### config.mk
export PLATFORM = sky130hd
export DESIGN_NAME = apb_arbiter
export DESIGN_NICKNAME = d
export VERILOG_FILES = /design/src/logic/lsu_pkg.sv /design/src/logic/apb_arbiter.sv
export SDC_FILE = /design/constraint.sdc
export NUM_CORES = 1
export LEC_CHECK = 0
export ABC_AREA = 1
export BUFFER_PORTS_ARGS = -buffer_cell sky130_fd_sc_hd__buf_2
export CAP_MARGIN = 20
export CORE_AREA = 5 5 98 100
export DETAILED_ROUTE_END_ITERATION = 16
export DIE_AREA = 0 0 103 105
export GPL_ROUTABILITY_DRIVEN = 0
export HOLD_SLACK_MARGIN = 0.03
export PLACE_DENSITY = 0.53
export SLEW_MARGIN = 5
export SYNTH_ARGS = -nofsm -noshare
export SYNTH_HDL_FRONTEND = slang
export SYNTH_SLANG_ARGS = --single-unit
### constraint.sdc
create_clock -name clk -period 1.4 [get_ports clk]
set_clock_uncertainty 0.1 [all_clocks]
set_input_delay 0.14 -clock clk [delete_from_list [all_inputs] [get_ports clk]]
set_output_delay 0.14 -clock clk [all_outputs]
set_load 0.02 [all_outputs]
### src/logic/lsu_pkg.sv
/* shared widths and operation codes of the load/store unit
   strobes are lane-0 patterns and are shifted by the low address bits */
package lsu_pkg;

    // data and bus width
    localparam int XLEN = 32;

    // load kinds, LD_NONE when the operation reads no memory
    typedef enum logic [2:0] {
        LD_NONE = 3'd0,
        LD_B    = 3'd1,
        LD_H    = 3'd2,
        LD_W    = 3'd3,
        LD_BU   = 3'd4,
        LD_HU   = 3'd5
    } load_type_e;

    // store kinds
    typedef enum logic [1:0] {
        ST_NONE = 2'd0,
        ST_B    = 2'd1,
        ST_H    = 2'd2,
        ST_W    = 2'd3
    } store_type_e;

    // byte lane strobes at lane 0
    localparam logic [3:0] STRB_B = 4'b0001;
    localparam logic [3:0] STRB_H = 4'b0011;
    localparam logic [3:0] STRB_W = 4'b1111;

endpackage

### src/logic/apb_arbiter.sv
`timescale 1ns/1ns
/* two APB requesters onto one completer, round robin, unit first after reset
   memory setup is the grant cycle, so a requester already in access waits one cycle */
module apb_arbiter #(
    parameter int ADDR_W = 12
) (
    input  logic                     clk,
    input  logic                     rst,
    input  logic                     lsu_psel_i,
    input  logic                     lsu_penable_i,
    input  logic                     lsu_pwrite_i,
    input  logic [ADDR_W:0]          lsu_paddr_i,
    input  logic [lsu_pkg::XLEN-1:0] lsu_pwdata_i,
    input  logic [3:0]               lsu_pstrb_i,
    output logic [lsu_pkg::XLEN-1:0] lsu_prdata_o,
    output logic                     lsu_pready_o,
    output logic                     lsu_pslverr_o,
    input  logic                     host_psel_i,
    input  logic                     host_penable_i,
    input  logic                     host_pwrite_i,
    input  logic [ADDR_W:0]          host_paddr_i,
    input  logic [lsu_pkg::XLEN-1:0] host_pwdata_i,
    input  logic [3:0]               host_pstrb_i,
    output logic [lsu_pkg::XLEN-1:0] host_prdata_o,
    output logic                     host_pready_o,
    output logic                     host_pslverr_o,
    output logic                     m_psel_o,
    output logic                     m_penable_o,
    output logic                     m_pwrite_o,
    output logic [ADDR_W:0]          m_paddr_o,
    output logic [lsu_pkg::XLEN-1:0] m_pwdata_o,
    output logic [3:0]               m_pstrb_o,
    input  logic [lsu_pkg::XLEN-1:0] m_prdata_i,
    input  logic                     m_pready_i,
    input  logic                     m_pslverr_i
);
    // busy_q marks the memory access phase, owner_q high for the host
    logic busy_q;
    logic owner_q;
    logic lsu_last_q;
    logic pick_host;
    logic sel_host;
    logic done;

    assign pick_host = host_psel_i && (!lsu_psel_i || lsu_last_q);
    assign sel_host  = busy_q ? owner_q : pick_host;

    always_ff @(posedge clk) begin
        if (rst) begin
            busy_q     <= 1'b0;
            owner_q    <= 1'b0;
            lsu_last_q <= 1'b0;
        end else if (!busy_q && (lsu_psel_i || host_psel_i)) begin
            busy_q     <= 1'b1;
            owner_q    <= pick_host;
            lsu_last_q <= !pick_host;
        end else if (done) begin
            busy_q <= 1'b0;
        end
    end

    assign m_psel_o    = busy_q || lsu_psel_i || host_psel_i;
    assign m_penable_o = busy_q;
    assign m_pwrite_o  = sel_host ? host_pwrite_i : lsu_pwrite_i;
    assign m_paddr_o   = sel_host ? host_paddr_i : lsu_paddr_i;
    assign m_pwdata_o  = sel_host ? host_pwdata_i : lsu_pwdata_i;
    assign m_pstrb_o   = sel_host ? host_pstrb_i : lsu_pstrb_i;

    // only the owner in its access phase sees the completion
    assign done           = busy_q && m_pready_i;
    assign lsu_pready_o   = done && !owner_q && lsu_penable_i;
    assign host_pready_o  = done && owner_q && host_penable_i;
    assign lsu_pslverr_o  = lsu_pready_o && m_pslverr_i;
    assign host_pslverr_o = host_pready_o && m_pslverr_i;
    assign lsu_prdata_o   = m_prdata_i;
    assign host_prdata_o  = m_prdata_i;

endmodule

; Word-level counts from Yosys, hierarchy flattened
; Index checks and enable logic that the tools add are counted.
[totals]
regBits = 3
latchBits = 0
mem_bits_rw = 0
romBits = 0
input_bits = 140
out_inout_bits = 120
mem_count = 0
[op_classes]
n_addsub = 0
mul = 0
div_mod_pow = 0
n_lt_le_gt_ge = 0
eq_ne = 0
shift = 0
n_mux = 7
bitwise_logic = 0
n_reduce_logical = 18
[op_table]
columns = op, n
row1 = two-way mux 32 bit, 1
row2 = two-way mux 13 bit, 1
row3 = logical AND 1 bit, 9
row4 = logical NOT 1 bit, 4
row5 = logical OR 1 bit, 4
row6 = two-way mux 1 bit, 4
row7 = two-way mux 4 bit, 1
row8 = nonzero test 2 bit, 1

; Logic depth before layout (Yosys ltp)
[depth]
word_depth = 5
depth_mapped = 7
ltp_nobuf = 6

; Worst setup path before layout
; Ideal clock, no wire load.
[synth_path]
kind = register to output
start = register busy_q, in the netlist m_penable_o
end = output port host_pslverr_o
t_arrival_ns = 1.490
t_required_ns = 1.160
setup_slack_ns = -0.330
path_stages_with_launch = 4
path_buffers = 1
cell_sequence = dfxtp_1 > nand2_2 > buf_2 > nor4_1
[synth_via]
elab_chain_cells = 4
[synth_lines]
columns = element, line
row1 = "start, declared", apb_arbiter.sv:38  ; logic busy_q;
row2 = "start signal, assigned", apb_arbiter.sv:50  ; busy_q <= 1'b0;
row3 = "start signal, assigned", apb_arbiter.sv:54  ; busy_q <= 1'b1;
row4 = "start signal, assigned", apb_arbiter.sv:58  ; busy_q <= 1'b0;
row5 = logical AND 1 bit, apb_arbiter.sv:70  ; assign done = busy_q && m_pready_i;
row6 = logical AND 1 bit (2 in series), apb_arbiter.sv:72  ; assign host_pready_o = done && owner_q && host_penable_i;
row7 = logical AND 1 bit, apb_arbiter.sv:74  ; assign host_pslverr_o = host_pready_o && m_pslverr_i;
row8 = "end, declared", apb_arbiter.sv:26  ; output logic host_pslverr_o,
; No other way between the ends.

; Final worst setup path
[layout_path]
start = register busy_q, in the netlist m_penable_o
end = output port m_pstrb_o[2]
[layout_via]
elab_chain_cells = 2
[layout_lines]
columns = element, line
row1 = two-way mux 1 bit, apb_arbiter.sv:46  ; assign sel_host = busy_q ? owner_q : pick_host;
row2 = two-way mux 4 bit, apb_arbiter.sv:67  ; assign m_pstrb_o = sel_host ? host_pstrb_i : lsu_pstrb_i;
row3 = "end, declared", apb_arbiter.sv:32  ; output logic [3:0] m_pstrb_o,
; No other way between the ends.

==> impl_metrics.csv <==
group,metric,value,unit
run_status,outcome,"finished, violations left",
run_status,violations,"setup timing",
floorplan,die_w,103,um
global_route,grt_use_met3,2.53,%
global_route,overflow,0,
synthesis,postSynthCellCount,259,
drt,num_vias,2088,
power_and_ir_drop,p_int,1.04,mW
placed_design,portBuffers,163,
worst_setup_path,cp_max_fo,6,
sta,finalSetupViolCount,52,
global_route,busiest_layer,"met2",
drt,initialDrtViolationCount,48,
final_layout,area_growth,128,%
power_and_ir_drop,power.switching,804,uW
sta,period_share,114,%
sta,max_freq,0.626,GHz
global_route,grt_antenna_before_repair,0,
sta,rsz0062_at_grt,"yes",
hold_path,hp-start,"m_prdata_i[17]",
power_and_ir_drop,leakagePower,1.70,nW
drt,wl_per_cell,17.1,um
synthesis,yosysWarnings,0,
final_layout,drive_gt1_share,77.4,%
global_route,grt_util_met1,13.9,%
worst_setup_path,cp-end-kind,"output pin",
worst_setup_path,cp_cell_sequence,"inv_4 -> nand3_4 -> buf_8 -> clkbuf_16 -> nand3_1 -> nand2_1 -> buf_6",
global_route,grt_pass1_wl,10.6,mm
final_layout,nNetsFinal,513,
worst_setup_path,r2r-start,"m_penable_o",
clock_network,cts_tree,"built",
power_and_ir_drop,power_frac_seq,5.7,%
clock_network,numCtsBuffers,3,
floorplan,die-area,10800,sq um
worst_setup_path,cp_slowest_stage_delay,0.36,ns
sta,worst_pin_slew,0.232,ns
floorplan,io_pins,260,
drt,drc_errors,0,
synthesis,synth_nets,399,
floorplan,core-area,8590,sq um
floorplan,start_util,15.9,%
hold_path,hold_path_depth,0,
floorplan,row_count,34,
job,drv_cap,0,
clock_network,cts_sinks,3,
synthesis,synth_area,1370,sq um
worst_setup_path,critical_path_class,"flop to output pin",
synthesis,postSynthAreaPerCell,5.27,sq um
worst_setup_path,cpLargestDelayFamily,"buffers and inverters",
global_route,grt_util_all_layers,12.4,%
synthesis,ys_seq_area_share,4.40,%
sta,final_hold_viol_count,0,
drt,drt_wl_total,8.19,mm
hold_path,whs_endpoint,"host_prdata_o[17]",
power_and_ir_drop,p_clk_share,13.6,%
global_route,gr-usage-met2,22.0,%
worst_setup_path,cp.depth,7,
power_and_ir_drop,power_density,592,nW/um^2
worst_setup_path,worstPathArrival,1.36,ns
final_layout,insertedDiodeCount,0,
worst_setup_path,crit_slowest_cell,"dfxtp_4",
worst_setup_path,critical_path_required,1.16,ns
worst_setup_path,r2r-end,"owner_q",
worst_setup_path,r2r_setup_slack,0.09,ns
sta,fin_ws,-0.198,ns
synthesis,ys_types,16,
floorplan,dieHeight,105,um
hold_path,hold_path.class,"primary input to output pin",
final_layout,fillers,879,
power_and_ir_drop,p_sw_share,43.7,%
power_and_ir_drop,ir_drop,0.000592,V
clock_network,cts.htree.levels,1,
clock_network,clockBufferDepth,2,
global_route,grt_pass1_vias,2052,
synthesis,ys_ff_latch,3,
sta,fin_tns_setup,-8.84,ns
drt,ant_nets,0,
sta,slew_headroom,84.3,%
worst_setup_path,rr_worst_depth,6,
clock_network,clkLatencyLatePin,0.21,ns
power_and_ir_drop,total_power,1.84,mW
worst_setup_path,path_buf_inv,4,
global_route,grt_max_degree,26,
drt,first_pass_iters,4,
sta,period_needed,1.60,ns
clock_network,cts_root_buffer,"clkbuf_8",
power_and_ir_drop,combPwrFrac,80.7,%
drt,vias_per_cell,4.35,
worst_setup_path,worstSetupStartpointType,"flop",
clock_network,clkTransAtPathRegs,0.03,ns
placed_design,dpl.hpwl,4.63,mm
sta,drv_slew,0,
[flip-flops by register name (all words and copies together) (netlist names)]
name,count
owner_q,1
lsu_last_q,1
m_penable_o,1
[routing by layer]
| layer | vias to the layer above | part of all wire (%) |
|---|---|---|
| met5 | - | 0 |
| met4 | 0 | 2.3 |
| met3 | 23 | 8.7 |
| met2 | 107 | 54 |
| met1 | 967 | 35 |
| li1 | 991 | - |
[worst register-to-register path, delay by kind of cell (launching register included)]
kind | cells | cell delay [ns]
AO/OA/AOI/OAI | 1 | 0.12
AND/OR/NAND/NOR | 1 | 0.12
buffers and inverters | 4 | 0.53
flip-flops | 1 | 0.36
[cell usage in the layout (no fill, tap or decap), types with 2 or more instances in the layout]
master	n
inv_1	5
nand2_2	41
buf_4	7
clkbuf_16	7
nor2_1	2
buf_2	109
nand2_8	2
nor3_2	2
buf_16	5
dfxtp_2	2
buf_12	4
nand3_1	6
clkbuf_8	3
buf_6	52
nor4_4	2
nand3_2	38
nand3_4	7
a21oi_1	2
nand2_1	65
buf_8	2
[timing repair]
| item | 4_1_cts | 5_1_grt |
|---|---|---|
| gates cloned | 6 | 7 |
| resized for setup | 100 | 121 |
| hold buffers | 1 | 0 |
| buffers inserted | 3 | 1 |
| pin swaps | 6 | 43 |
| hold endpoints to repair | 3 | 0 |
| endpoints found under the setup margin | 51 | 55 |
[power by group through the flow]
stage	Clock (mW)	Sequential (mW)	Combinational, mW
global route	0.267	0.106	1.59
global placement	0	0.101	0.889
detailed placement	0	0.101	0.895
finish	0.250	0.105	1.48
CTS	0.253	0.104	1.20
floorplan	0	0.105	0.759
[metrics by stage]
step           hold WS (ns)  instances  util (%)  setup slack [ns]  cell area, sq um
2_1_floorplan         0.109        259         -            0.0348              1380
6_report              0.180        480      36.2            -0.198              3110
4_1_cts               0.180        472      28.6            -0.202              2450
5_1_grt               0.180        480      36.2            -0.272              3110
3_3_place_gp          0.180        458      22.0          -0.00966              1890
3_5_place_dp          0.180        458      22.0           0.00850              1890
[final cells by class]
| type | count | area, sq um | area share (%) |
|---|---|---|---|
| clock buffer | 4 | 45.0 | 1.45 |
| sequential | 3 | 66.3 | 2.13 |
| inverter | 7 | 28.8 | 0.926 |
| timing repair buffer | 188 | 1650 | 53.1 |
| multi-input combinational | 170 | 1180 | 38.1 |
| tap | 108 | 135 | 4.35 |
[Yosys cell counts]
master,count,area [sq um]
nand2_2,2,12.5
nor2_1,2,7.51
nand3_1,50,250
inv_1,6,22.5
buf_2,11,55.1
buf_1,4,15.0
o21ai_0,1,5.00
nand3_2,1,10.0
buf_4,64,480
nor4_1,2,12.5
dfxtp_1,3,60.1
nor3b_1,1,7.51
nand2_1,106,398
inv_2,1,3.75
a21oi_1,2,10.0
nor3_1,3,15.0
[logic make-up after synthesis]
group / Yosys count / synth area share, %
buf+inv: 86 / 42.3
flops: 3 / 4.40
simple gates: 167 / 52.2
compound gates: 3 / 1.10
[worst max-delay path by stage]
stage / start / to
CTS: lsu_last_q / m_pstrb_o[1]
global route: lsu_last_q / m_pwdata_o[0]
finish: m_penable_o / m_pstrb_o[2]
floorplan: m_penable_o / host_pslverr_o
global placement: lsu_last_q / m_pwdata_o[25]
detailed placement: lsu_last_q / m_pwdata_o[0]
Note: power is estimated with default switching activity, not from simulation.
