===== config.mk =====
export PLATFORM = sky130hd
export DESIGN_NAME = lsu_core
export DESIGN_NICKNAME = d
export VERILOG_FILES = /design/src/logic/lsu_pkg.sv /design/src/logic/lsu_core.sv
export SDC_FILE = /design/constraint.sdc
export NUM_CORES = 1
export LEC_CHECK = 0
export BUFFER_PORTS_ARGS = -buffer_cell sky130_fd_sc_hd__buf_2
export CORE_ASPECT_RATIO = 1.5
export CORE_MARGIN = 2
export CORE_UTILIZATION = 48
export DETAILED_ROUTE_END_ITERATION = 16
export HOLD_SLACK_MARGIN = 0.02
export PLACE_DENSITY_LB_ADDON = 0.25
export SLEW_MARGIN = 20
export SYNTH_ARGS = -nofsm -noshare
export SYNTH_HDL_FRONTEND = slang
export SYNTH_SLANG_ARGS = --single-unit

===== constraint.sdc =====
create_clock -name clk -period 4.4 [get_ports clk]
set_input_delay 0.44 -clock clk [delete_from_list [all_inputs] [get_ports clk]]
set_output_delay 0.44 -clock clk [all_outputs]
set_load 0.02 [all_outputs]

===== src/logic/lsu_pkg.sv =====
/* shared widths and operation codes of the load/store unit
   strobes are lane-0 patterns and are shifted by the low address bits */
package lsu_pkg;

    // data and bus width
    localparam int XLEN = 32;

    // load kinds, LD_NONE when the operation reads no memory
    typedef enum logic [2:0] {
        LD_NONE = 3'd0,
        LD_B    = 3'd1,
        LD_H    = 3'd2,
        LD_W    = 3'd3,
        LD_BU   = 3'd4,
        LD_HU   = 3'd5
    } load_type_e;

    // store kinds
    typedef enum logic [1:0] {
        ST_NONE = 2'd0,
        ST_B    = 2'd1,
        ST_H    = 2'd2,
        ST_W    = 2'd3
    } store_type_e;

    // byte lane strobes at lane 0
    localparam logic [3:0] STRB_B = 4'b0001;
    localparam logic [3:0] STRB_H = 4'b0011;
    localparam logic [3:0] STRB_W = 4'b1111;

endpackage


===== src/logic/lsu_core.sv =====
`timescale 1ns/1ns
/* one operation in flight, writeback has no back-pressure
   paddr_o has ADDR_W+1 bits, its top bit flags an address outside the memory */
module lsu_core #(
    parameter int ADDR_W = 12
) (
    input  logic                     clk,
    input  logic                     rst,
    input  logic                     op_valid_i,
    output logic                     op_ready_o,
    input  lsu_pkg::load_type_e      load_type_i,
    input  lsu_pkg::store_type_e     store_type_i,
    input  logic [lsu_pkg::XLEN-1:0] addr_i,
    input  logic [lsu_pkg::XLEN-1:0] store_data_i,
    input  logic [4:0]               rd_i,
    output logic                     wb_valid_o,
    output logic                     wb_we_o,
    output logic                     wb_err_o,
    output logic [4:0]               wb_rd_o,
    output logic [lsu_pkg::XLEN-1:0] wb_data_o,
    output logic                     psel_o,
    output logic                     penable_o,
    output logic                     pwrite_o,
    output logic [ADDR_W:0]          paddr_o,
    output logic [lsu_pkg::XLEN-1:0] pwdata_o,
    output logic [3:0]               pstrb_o,
    input  logic [lsu_pkg::XLEN-1:0] prdata_i,
    input  logic                     pready_i,
    input  logic                     pslverr_i
);
    typedef enum logic [1:0] {S_IDLE, S_SETUP, S_ACCESS, S_WB} state_e;

    state_e                   state_q;
    logic                     accept;
    logic                     is_load;
    logic                     is_store;
    logic                     mem_op;
    logic                     is_half;
    logic                     is_word;
    logic                     op_err;
    logic [3:0]               strb_base;
    lsu_pkg::load_type_e      ld_q;
    logic [1:0]               off_q;
    logic [lsu_pkg::XLEN-1:0] lane;
    logic [lsu_pkg::XLEN-1:0] ext;

    assign op_ready_o = (state_q == S_IDLE);
    assign accept     = op_valid_i && op_ready_o;
    assign is_load    = (load_type_i != lsu_pkg::LD_NONE);
    assign is_store   = (store_type_i != lsu_pkg::ST_NONE);
    assign mem_op     = is_load || is_store;

    // access size, the load code decides when both are set
    always_comb begin
        if (is_load) begin
            is_half = (load_type_i == lsu_pkg::LD_H) || (load_type_i == lsu_pkg::LD_HU);
            is_word = (load_type_i == lsu_pkg::LD_W);
        end else begin
            is_half = (store_type_i == lsu_pkg::ST_H);
            is_word = (store_type_i == lsu_pkg::ST_W);
        end
        strb_base = is_word ? lsu_pkg::STRB_W : (is_half ? lsu_pkg::STRB_H : lsu_pkg::STRB_B);
    end

    // conflicting codes or misaligned address end without a bus access
    assign op_err = (is_load && is_store) || (is_half && addr_i[0])
                  || (is_word && (addr_i[1:0] != 2'b00));

    always_ff @(posedge clk) begin
        if (rst) begin
            state_q <= S_IDLE;
        end else begin
            case (state_q)
                S_IDLE: begin
                    if (accept) begin
                        state_q <= (mem_op && !op_err) ? S_SETUP : S_WB;
                    end
                end
                S_SETUP:  state_q <= S_ACCESS;
                S_ACCESS: begin
                    if (pready_i) begin
                        state_q <= S_WB;
                    end
                end
                default:  state_q <= S_IDLE;
            endcase
        end
    end

    always_ff @(posedge clk) begin
        if (accept) begin
            ld_q     <= load_type_i;
            off_q    <= addr_i[1:0];
            pwrite_o <= is_store && !is_load;
            // upper address bits fold into the out-of-range bit
            paddr_o  <= {|addr_i[lsu_pkg::XLEN-1:ADDR_W], addr_i[ADDR_W-1:2], 2'b00};
            pwdata_o <= store_data_i << {addr_i[1:0], 3'b000};
            pstrb_o  <= (is_store && !is_load) ? (strb_base << addr_i[1:0]) : 4'b0000;
            wb_rd_o  <= rd_i;
            // pass-through result, replaced after a bus access
            wb_data_o <= addr_i;
            wb_we_o   <= !mem_op;
            wb_err_o  <= op_err;
        end else if (state_q == S_ACCESS && pready_i) begin
            wb_data_o <= pwrite_o ? '0 : ext;
            wb_we_o   <= !pwrite_o && !pslverr_i;
            wb_err_o  <= pslverr_i;
        end
    end

    // addressed lanes moved down to bit 0
    assign lane = prdata_i >> {off_q, 3'b000};

    always_comb begin
        case (ld_q)
            lsu_pkg::LD_B:  ext = {{(lsu_pkg::XLEN-8){lane[7]}}, lane[7:0]};
            lsu_pkg::LD_BU: ext = {{(lsu_pkg::XLEN-8){1'b0}}, lane[7:0]};
            lsu_pkg::LD_H:  ext = {{(lsu_pkg::XLEN-16){lane[15]}}, lane[15:0]};
            lsu_pkg::LD_HU: ext = {{(lsu_pkg::XLEN-16){1'b0}}, lane[15:0]};
            default:        ext = lane;
        endcase
    end

    assign psel_o     = (state_q == S_SETUP) || (state_q == S_ACCESS);
    assign penable_o  = (state_q == S_ACCESS);
    assign wb_valid_o = (state_q == S_WB);

endmodule


# ---- Word-level counts from Yosys, hierarchy flattened
# Index checks and enable logic that the tools add are counted.
dict set report totals {
  ff_bits 94
  input_bits 111
  out_inout_bits 93
  elab_cells 69
}
dict set report op_classes {
  eq_ne 14
  shift 3
  n_mux 16
  n_reduce_logical 25
}
# op n
set op_table {}
lappend op_table {{$pmux W32 S4} 1}
lappend op_table {{$mux W32} 3}
lappend op_table {{$shl A32 B5 Y32} 1}
lappend op_table {{$shr A32 B5 Y32} 1}
lappend op_table {{$reduce_or A20 Y1} 1}
lappend op_table {{$eq A3 B2 Y1 const B} 3}
lappend op_table {{$eq A3 B3 Y1 const B} 3}
lappend op_table {{$eq A2 B2 Y1 const B} 4}
lappend op_table {{$logic_and A1 B1 Y1} 8}
lappend op_table {{$mux W2} 4}
lappend op_table {{$mux W1} 6}
lappend op_table {{$pmux W2 S3} 1}
lappend op_table {{$reduce_bool A2 Y1} 3}
lappend op_table {{$logic_not A1 Y1} 5}
lappend op_table {{$logic_or A1 B1 Y1} 5}
lappend op_table {{$mux W4} 1}
lappend op_table {{$ne A2 B1 Y1 const B} 2}
lappend op_table {{$shl A4 B2 Y4} 1}
lappend op_table {{$eq A3 B1 Y1 const B} 1}
lappend op_table {{$reduce_bool A3 Y1} 1}
lappend op_table {{$eq A2 B1 Y1 const B} 1}
lappend op_table {{$logic_not A2 Y1} 1}
lappend op_table {{$reduce_and A2 Y1} 1}

# ---- Depth between registers and ports, before layout
dict set report depth {
  ltp_word 11
  ltp_mapped 8
  mapped_depth_nobuf 6
}

# ---- Worst setup path after synthesis
# Ideal clock, no wire load.
dict set report synth_timing {
  kind {register to register}
  start {register state_q[0]}
  end {register wb_data_o[0] (netlist bit) (enable)}
  arrival_time_ns 3.613
  t_required_ns 4.010
  path_slack_ns 0.397
  stages_incl_launch_ff 7
  period_less_slack_ns 4.003
  cell_sequence {dfxtp_1 > inv_1 > ha_1 > and2_1 > clkbuf_1 > clkbuf_1 > a21o_1}
}
dict set report synth_between {
  elab_chain_len 3
  word_cells_on_any_way 5
}
# item line
set synth_rtl {}
lappend synth_rtl {{start: declaration} lsu_core.sv:33} ;# state_e state_q;
lappend synth_rtl {{start signal: assignment} lsu_core.sv:76} ;# state_q <= (mem_op && !op_err) ? S_SETUP : S_WB;
lappend synth_rtl {{$logic_not A2 Y1} lsu_core.sv:47} ;# assign op_ready_o = (state_q == S_IDLE);
lappend synth_rtl {{named net op_ready_o} lsu_core.sv:10} ;# output logic op_ready_o,
lappend synth_rtl {{$logic_and A1 B1 Y1} lsu_core.sv:48} ;# assign accept = op_valid_i && op_ready_o;
lappend synth_rtl {{named net accept} lsu_core.sv:34} ;# logic accept;
lappend synth_rtl {{$reduce_bool A2 Y1 (no source line)} -}
lappend synth_rtl {{end signal: assignment} lsu_core.sv:101} ;# wb_data_o <= addr_i;
lappend synth_rtl {{end signal: assignment} lsu_core.sv:105} ;# wb_data_o <= pwrite_o ? '0 : ext;
lappend synth_rtl {{end: declaration} lsu_core.sv:20} ;# output logic [lsu_pkg::XLEN-1:0] wb_data_o,
# The timed path passes the listed nets, and every way through them passes these cells.
# A chain may end at the register's enable or synchronous reset.

# ---- Worst setup path in the final report
dict set report layout_timing {
  start {register off_q[1]}
  end {register wb_data_o[25] (netlist bit) (data pin)}
}
dict set report layout_between {
  elab_chain_len 5
}
# item line
set layout_rtl {}
lappend layout_rtl {{start: declaration} lsu_core.sv:43} ;# logic [1:0] off_q;
lappend layout_rtl {{start signal: assignment} lsu_core.sv:93} ;# off_q <= addr_i[1:0];
lappend layout_rtl {{$shr A32 B5 Y32} lsu_core.sv:112} ;# assign lane = prdata_i >> {off_q, 3'b000};
lappend layout_rtl {{$pmux W32 S4} lsu_core.sv:115} ;# case (ld_q)
lappend layout_rtl {{$mux W32} lsu_core.sv:105}
lappend layout_rtl {{$mux W32} lsu_core.sv:104} ;# end else if (state_q == S_ACCESS && pready_i) begin
lappend layout_rtl {{$mux W32} lsu_core.sv:91} ;# if (accept) begin
# Every way passes these cells. The select of a mux whose other input is x is not followed.

==> out/metrics.csv <==
metric;value;unit
status;complete, no violations;
avgSynthCellArea;11.97;um2
antenna_found_initial;0;
drc;0;
nNetsFinal;695;
port_buffers;201;
max-vdd-ir-drop;0.3381;mV
synth_xor_area_share;0.5612;%
multi_input_area;0.001730;mm2
synth_compound_area_share;16.73;%
placementRows;44;
syn2layout_area_growth;29.00;%
ant_nets;0;
clock_power_share;21.7;%
pre_cts_slack;1817;ps
timing.setup.tns;0;ps
pwr-share-seq;40.9;%
worst_r2r_endpoint;wb_data_o[25];
overflow;0;
synth_mux_area_share;7.322;%
slew_violations;0;
slew_headroom;33.56;%
finalSetupViolations;0;
boundaryPins;204;
cts_tree;yes;
die_w;84.64;um
placed_cell_area;0.005736;mm2
critPathCaptureType;flop;
grt_pass1_wl;18390;um
stdcell_count;700;
dieArea;0.01058;mm2
cts_buffer_depth;2;
drt_wl_total;11910;um
cp_max_fo;36;
die_h;125.0;um
clockRootBuffer;clkbuf_16;
syn-cell-area;0.004682;mm2
finalHoldViolations;0;
fin_crit;2644;ps
synth_top_family_by_area;compound AO/OA/AOI/OAI gates;
yosys.cell_types.count;48;
core_area;0.009579;mm2
cts_hold_buf;0;
clk_pin_slew;70;ps
critPathKind;reg -> reg;
rsz0062_at_grt;no;
setup_ws;1756;ps
htree_num_levels;3;
yosys.area_share.simple;11.06;%
intPower;2270;uW
grt_usage;22.44;%
cp_slowest_cell;edfxtp_1;
power_switching;1359;uW
reg2regPathDepth;4;
ys_seq_area_share;59.86;%
fin_area;0.006040;mm2
placed_cells;684;
rrSetupSlack;1760;ps
gp_congestion;0.9560;
tightest_slew;996.6;ps
dr.pass1.iters;5;
grt_pass1_vias;3759;
crit_path_start;off_q[1];
yosys-top-cells-area;edfxtp_1 59%, mux2i_1 6.8%, o21ai_0 3.8%, a21oi_1 2.9%, nand2_1 2.8%;
required;4480;ps
cts-buffers-inserted;9;
vias_per_cell;5.557;
synthArstFlopShare;0;%
ys_warn_count;0;
num_vias;3890;
start_util;48.88;%
synth_edf_count;92;
power_frac_comb;37.4;%
p_leak;0.002567;uW
yosysTopAreaCell;edfxtp_1;
ys.flop_type;edfxtp_1;
arrival;2720;ps
fill_cells;816;
synthDominantCellAreaShare;59.01;%
ff_latch_area;0.002803;mm2
fin_crit_sh;60.08;%
num_antenna_cells;0;
clock_latency;350;ps
finClkSkew;10.15;ps
worstHoldPathCells;1;
cts_num_sinks;94;
grt_start_max_net_pins;97;
start_kind;flop;
rr_startpoint;off_q[1];
drive_gt1_share;38.46;%
wl_per_cell;17.01;um
hp-class;in -> reg;
dpl.hpwl;8800;um
drtIter0Drc;221;
p_total;3629;uW
syn_inst;391;
critical_path.max_stage_delay;1010;ps
cts_setup_buffers;0;
synth_adder_area_share;1.069;%
power_per_cell_area;600.9;mW/mm2
crit_end;wb_data_o[25];
maxCapViolCount;0;
max_freq;378.3;MHz
synth_seq_cells;94;
path_cells;mux4_2 -> o21a_1 -> o211ai_2 -> o21ai_0;
post_cts_resized;0;
p_sw_share;37.44;%
## metrics by stage
stage,utilization (%),hold slack (ps)
2_1_floorplan,-,507.1
3_3_place_gp,59.87,520.2
3_5_place_dp,59.87,532.6
4_1_cts,63.01,254.0
5_1_grt,63.05,254.0
6_report,63.05,262.9
## state kept, by name, indices dropped and copies added (netlist names)
signal,count
wb_we_o,1
wb_data_o,32
pwrite_o,1
wb_rd_o,5
state_q,2
pwdata_o,32
ld_q,3
pstrb_o,4
wb_err_o,1
off_q,2
paddr_o,11
## synthesized netlist by cell type (all sizes together), types with 2 or more instances
master	instances
nor2	19
nand3b	2
and2	9
xnor2	2
nor3	7
mux2i	32
nand2	35
dfxtp	2
buf	13
nor2b	20
a211oi	11
clkbuf	14
o21a	2
edfxtp	92
inv	8
o2bb2ai	6
a32o	7
a211o	7
a22o	9
nor4	5
a21oi	27
ha	4
o211ai	2
o21ai	36
## cell families (layout without fill, tap and decap cells)
kind of cell / count (synthesis) / in the layout
adder cells (fa/ha/maj): 4 / 4
buffers and inverters: 35 / 228
flip-flops: 94 / 94
multiplexers: 33 / 33
other: 1 / 2
AND/OR/NAND/NOR: 104 / 104
AO/OA/AOI/OAI: 117 / 117
XOR/XNOR: 3 / 3
## area by class of cell
type / count / area share, %
Inverter: 8 / 0.4972
Timing Repair Buffer: 204 / 17.09
Multi-Input combinational cell: 263 / 28.65
Clock buffer: 9 / 3.729
Clock inverter: 7 / 1.243
Sequential cell: 94 / 46.41
Tap cell: 115 / 2.382
## layout by cell type (no fill, tap or decap), drive strengths merged, types with 4 or more instances in the layout
| cell | netlist | layout |
|---|---|---|
| ha | 4 | 4 |
| a32o | 7 | 7 |
| edfxtp | 92 | 92 |
| a21oi | 27 | 27 |
| a211oi | 11 | 11 |
| clkinv | 0 | 4 |
| o21ai | 36 | 36 |
| nor2b | 20 | 20 |
| nor3 | 7 | 7 |
| a22o | 9 | 9 |
| nand2 | 35 | 35 |
| clkbuf | 14 | 9 |
| mux2i | 32 | 32 |
| o2bb2ai | 6 | 6 |
| nor4 | 5 | 5 |
| nor2 | 19 | 19 |
| inv | 8 | 8 |
| a211o | 7 | 7 |
| and2 | 9 | 9 |
| buf | 13 | 204 |
## how the worst min path moves through the flow
stage	start	slack [ps]	to
6_report	rd_i[3]	260	wb_rd_o[3]
5_1_grt	rd_i[3]	250	wb_rd_o[3]
4_1_cts	rd_i[3]	250	wb_rd_o[3]
3_5_place_dp	state_q[0]	530	state_q[0]
3_3_place_gp	state_q[0]	520	state_q[0]
2_1_floorplan	state_q[0]	510	state_q[0]
## worst max-delay path: cells and delay by family (launching register included)
| family | cells | cell delay (ps) |
|---|---|---|
| AO/OA/AOI/OAI | 3 | 730 |
| flip-flops | 1 | 1010 |
| multiplexers | 1 | 640 |
## power groups by stage
stage                     Sequential [uW]  Clock [uW]  Combinational, uW
after global placement               1500           0               1330
after global routing                 1520         826               1450
after CTS                            1490         793               1360
after detailed placement             1510           0               1360
final                                1490         786               1360
after floorplan                      1870           0                545
## routing by layer
metal  part of all wire (%)  wire, um  up-vias  track usage (%)
li1                       -         -     1871                -
met5                      0         0        -                0
met4                    3.8       449        0            12.32
met1                     36      4330     1812            25.98
met2                     52      6142      183            38.12
met3                    8.2       982       24            5.083
Note: power is estimated with default switching activity, not from simulation.
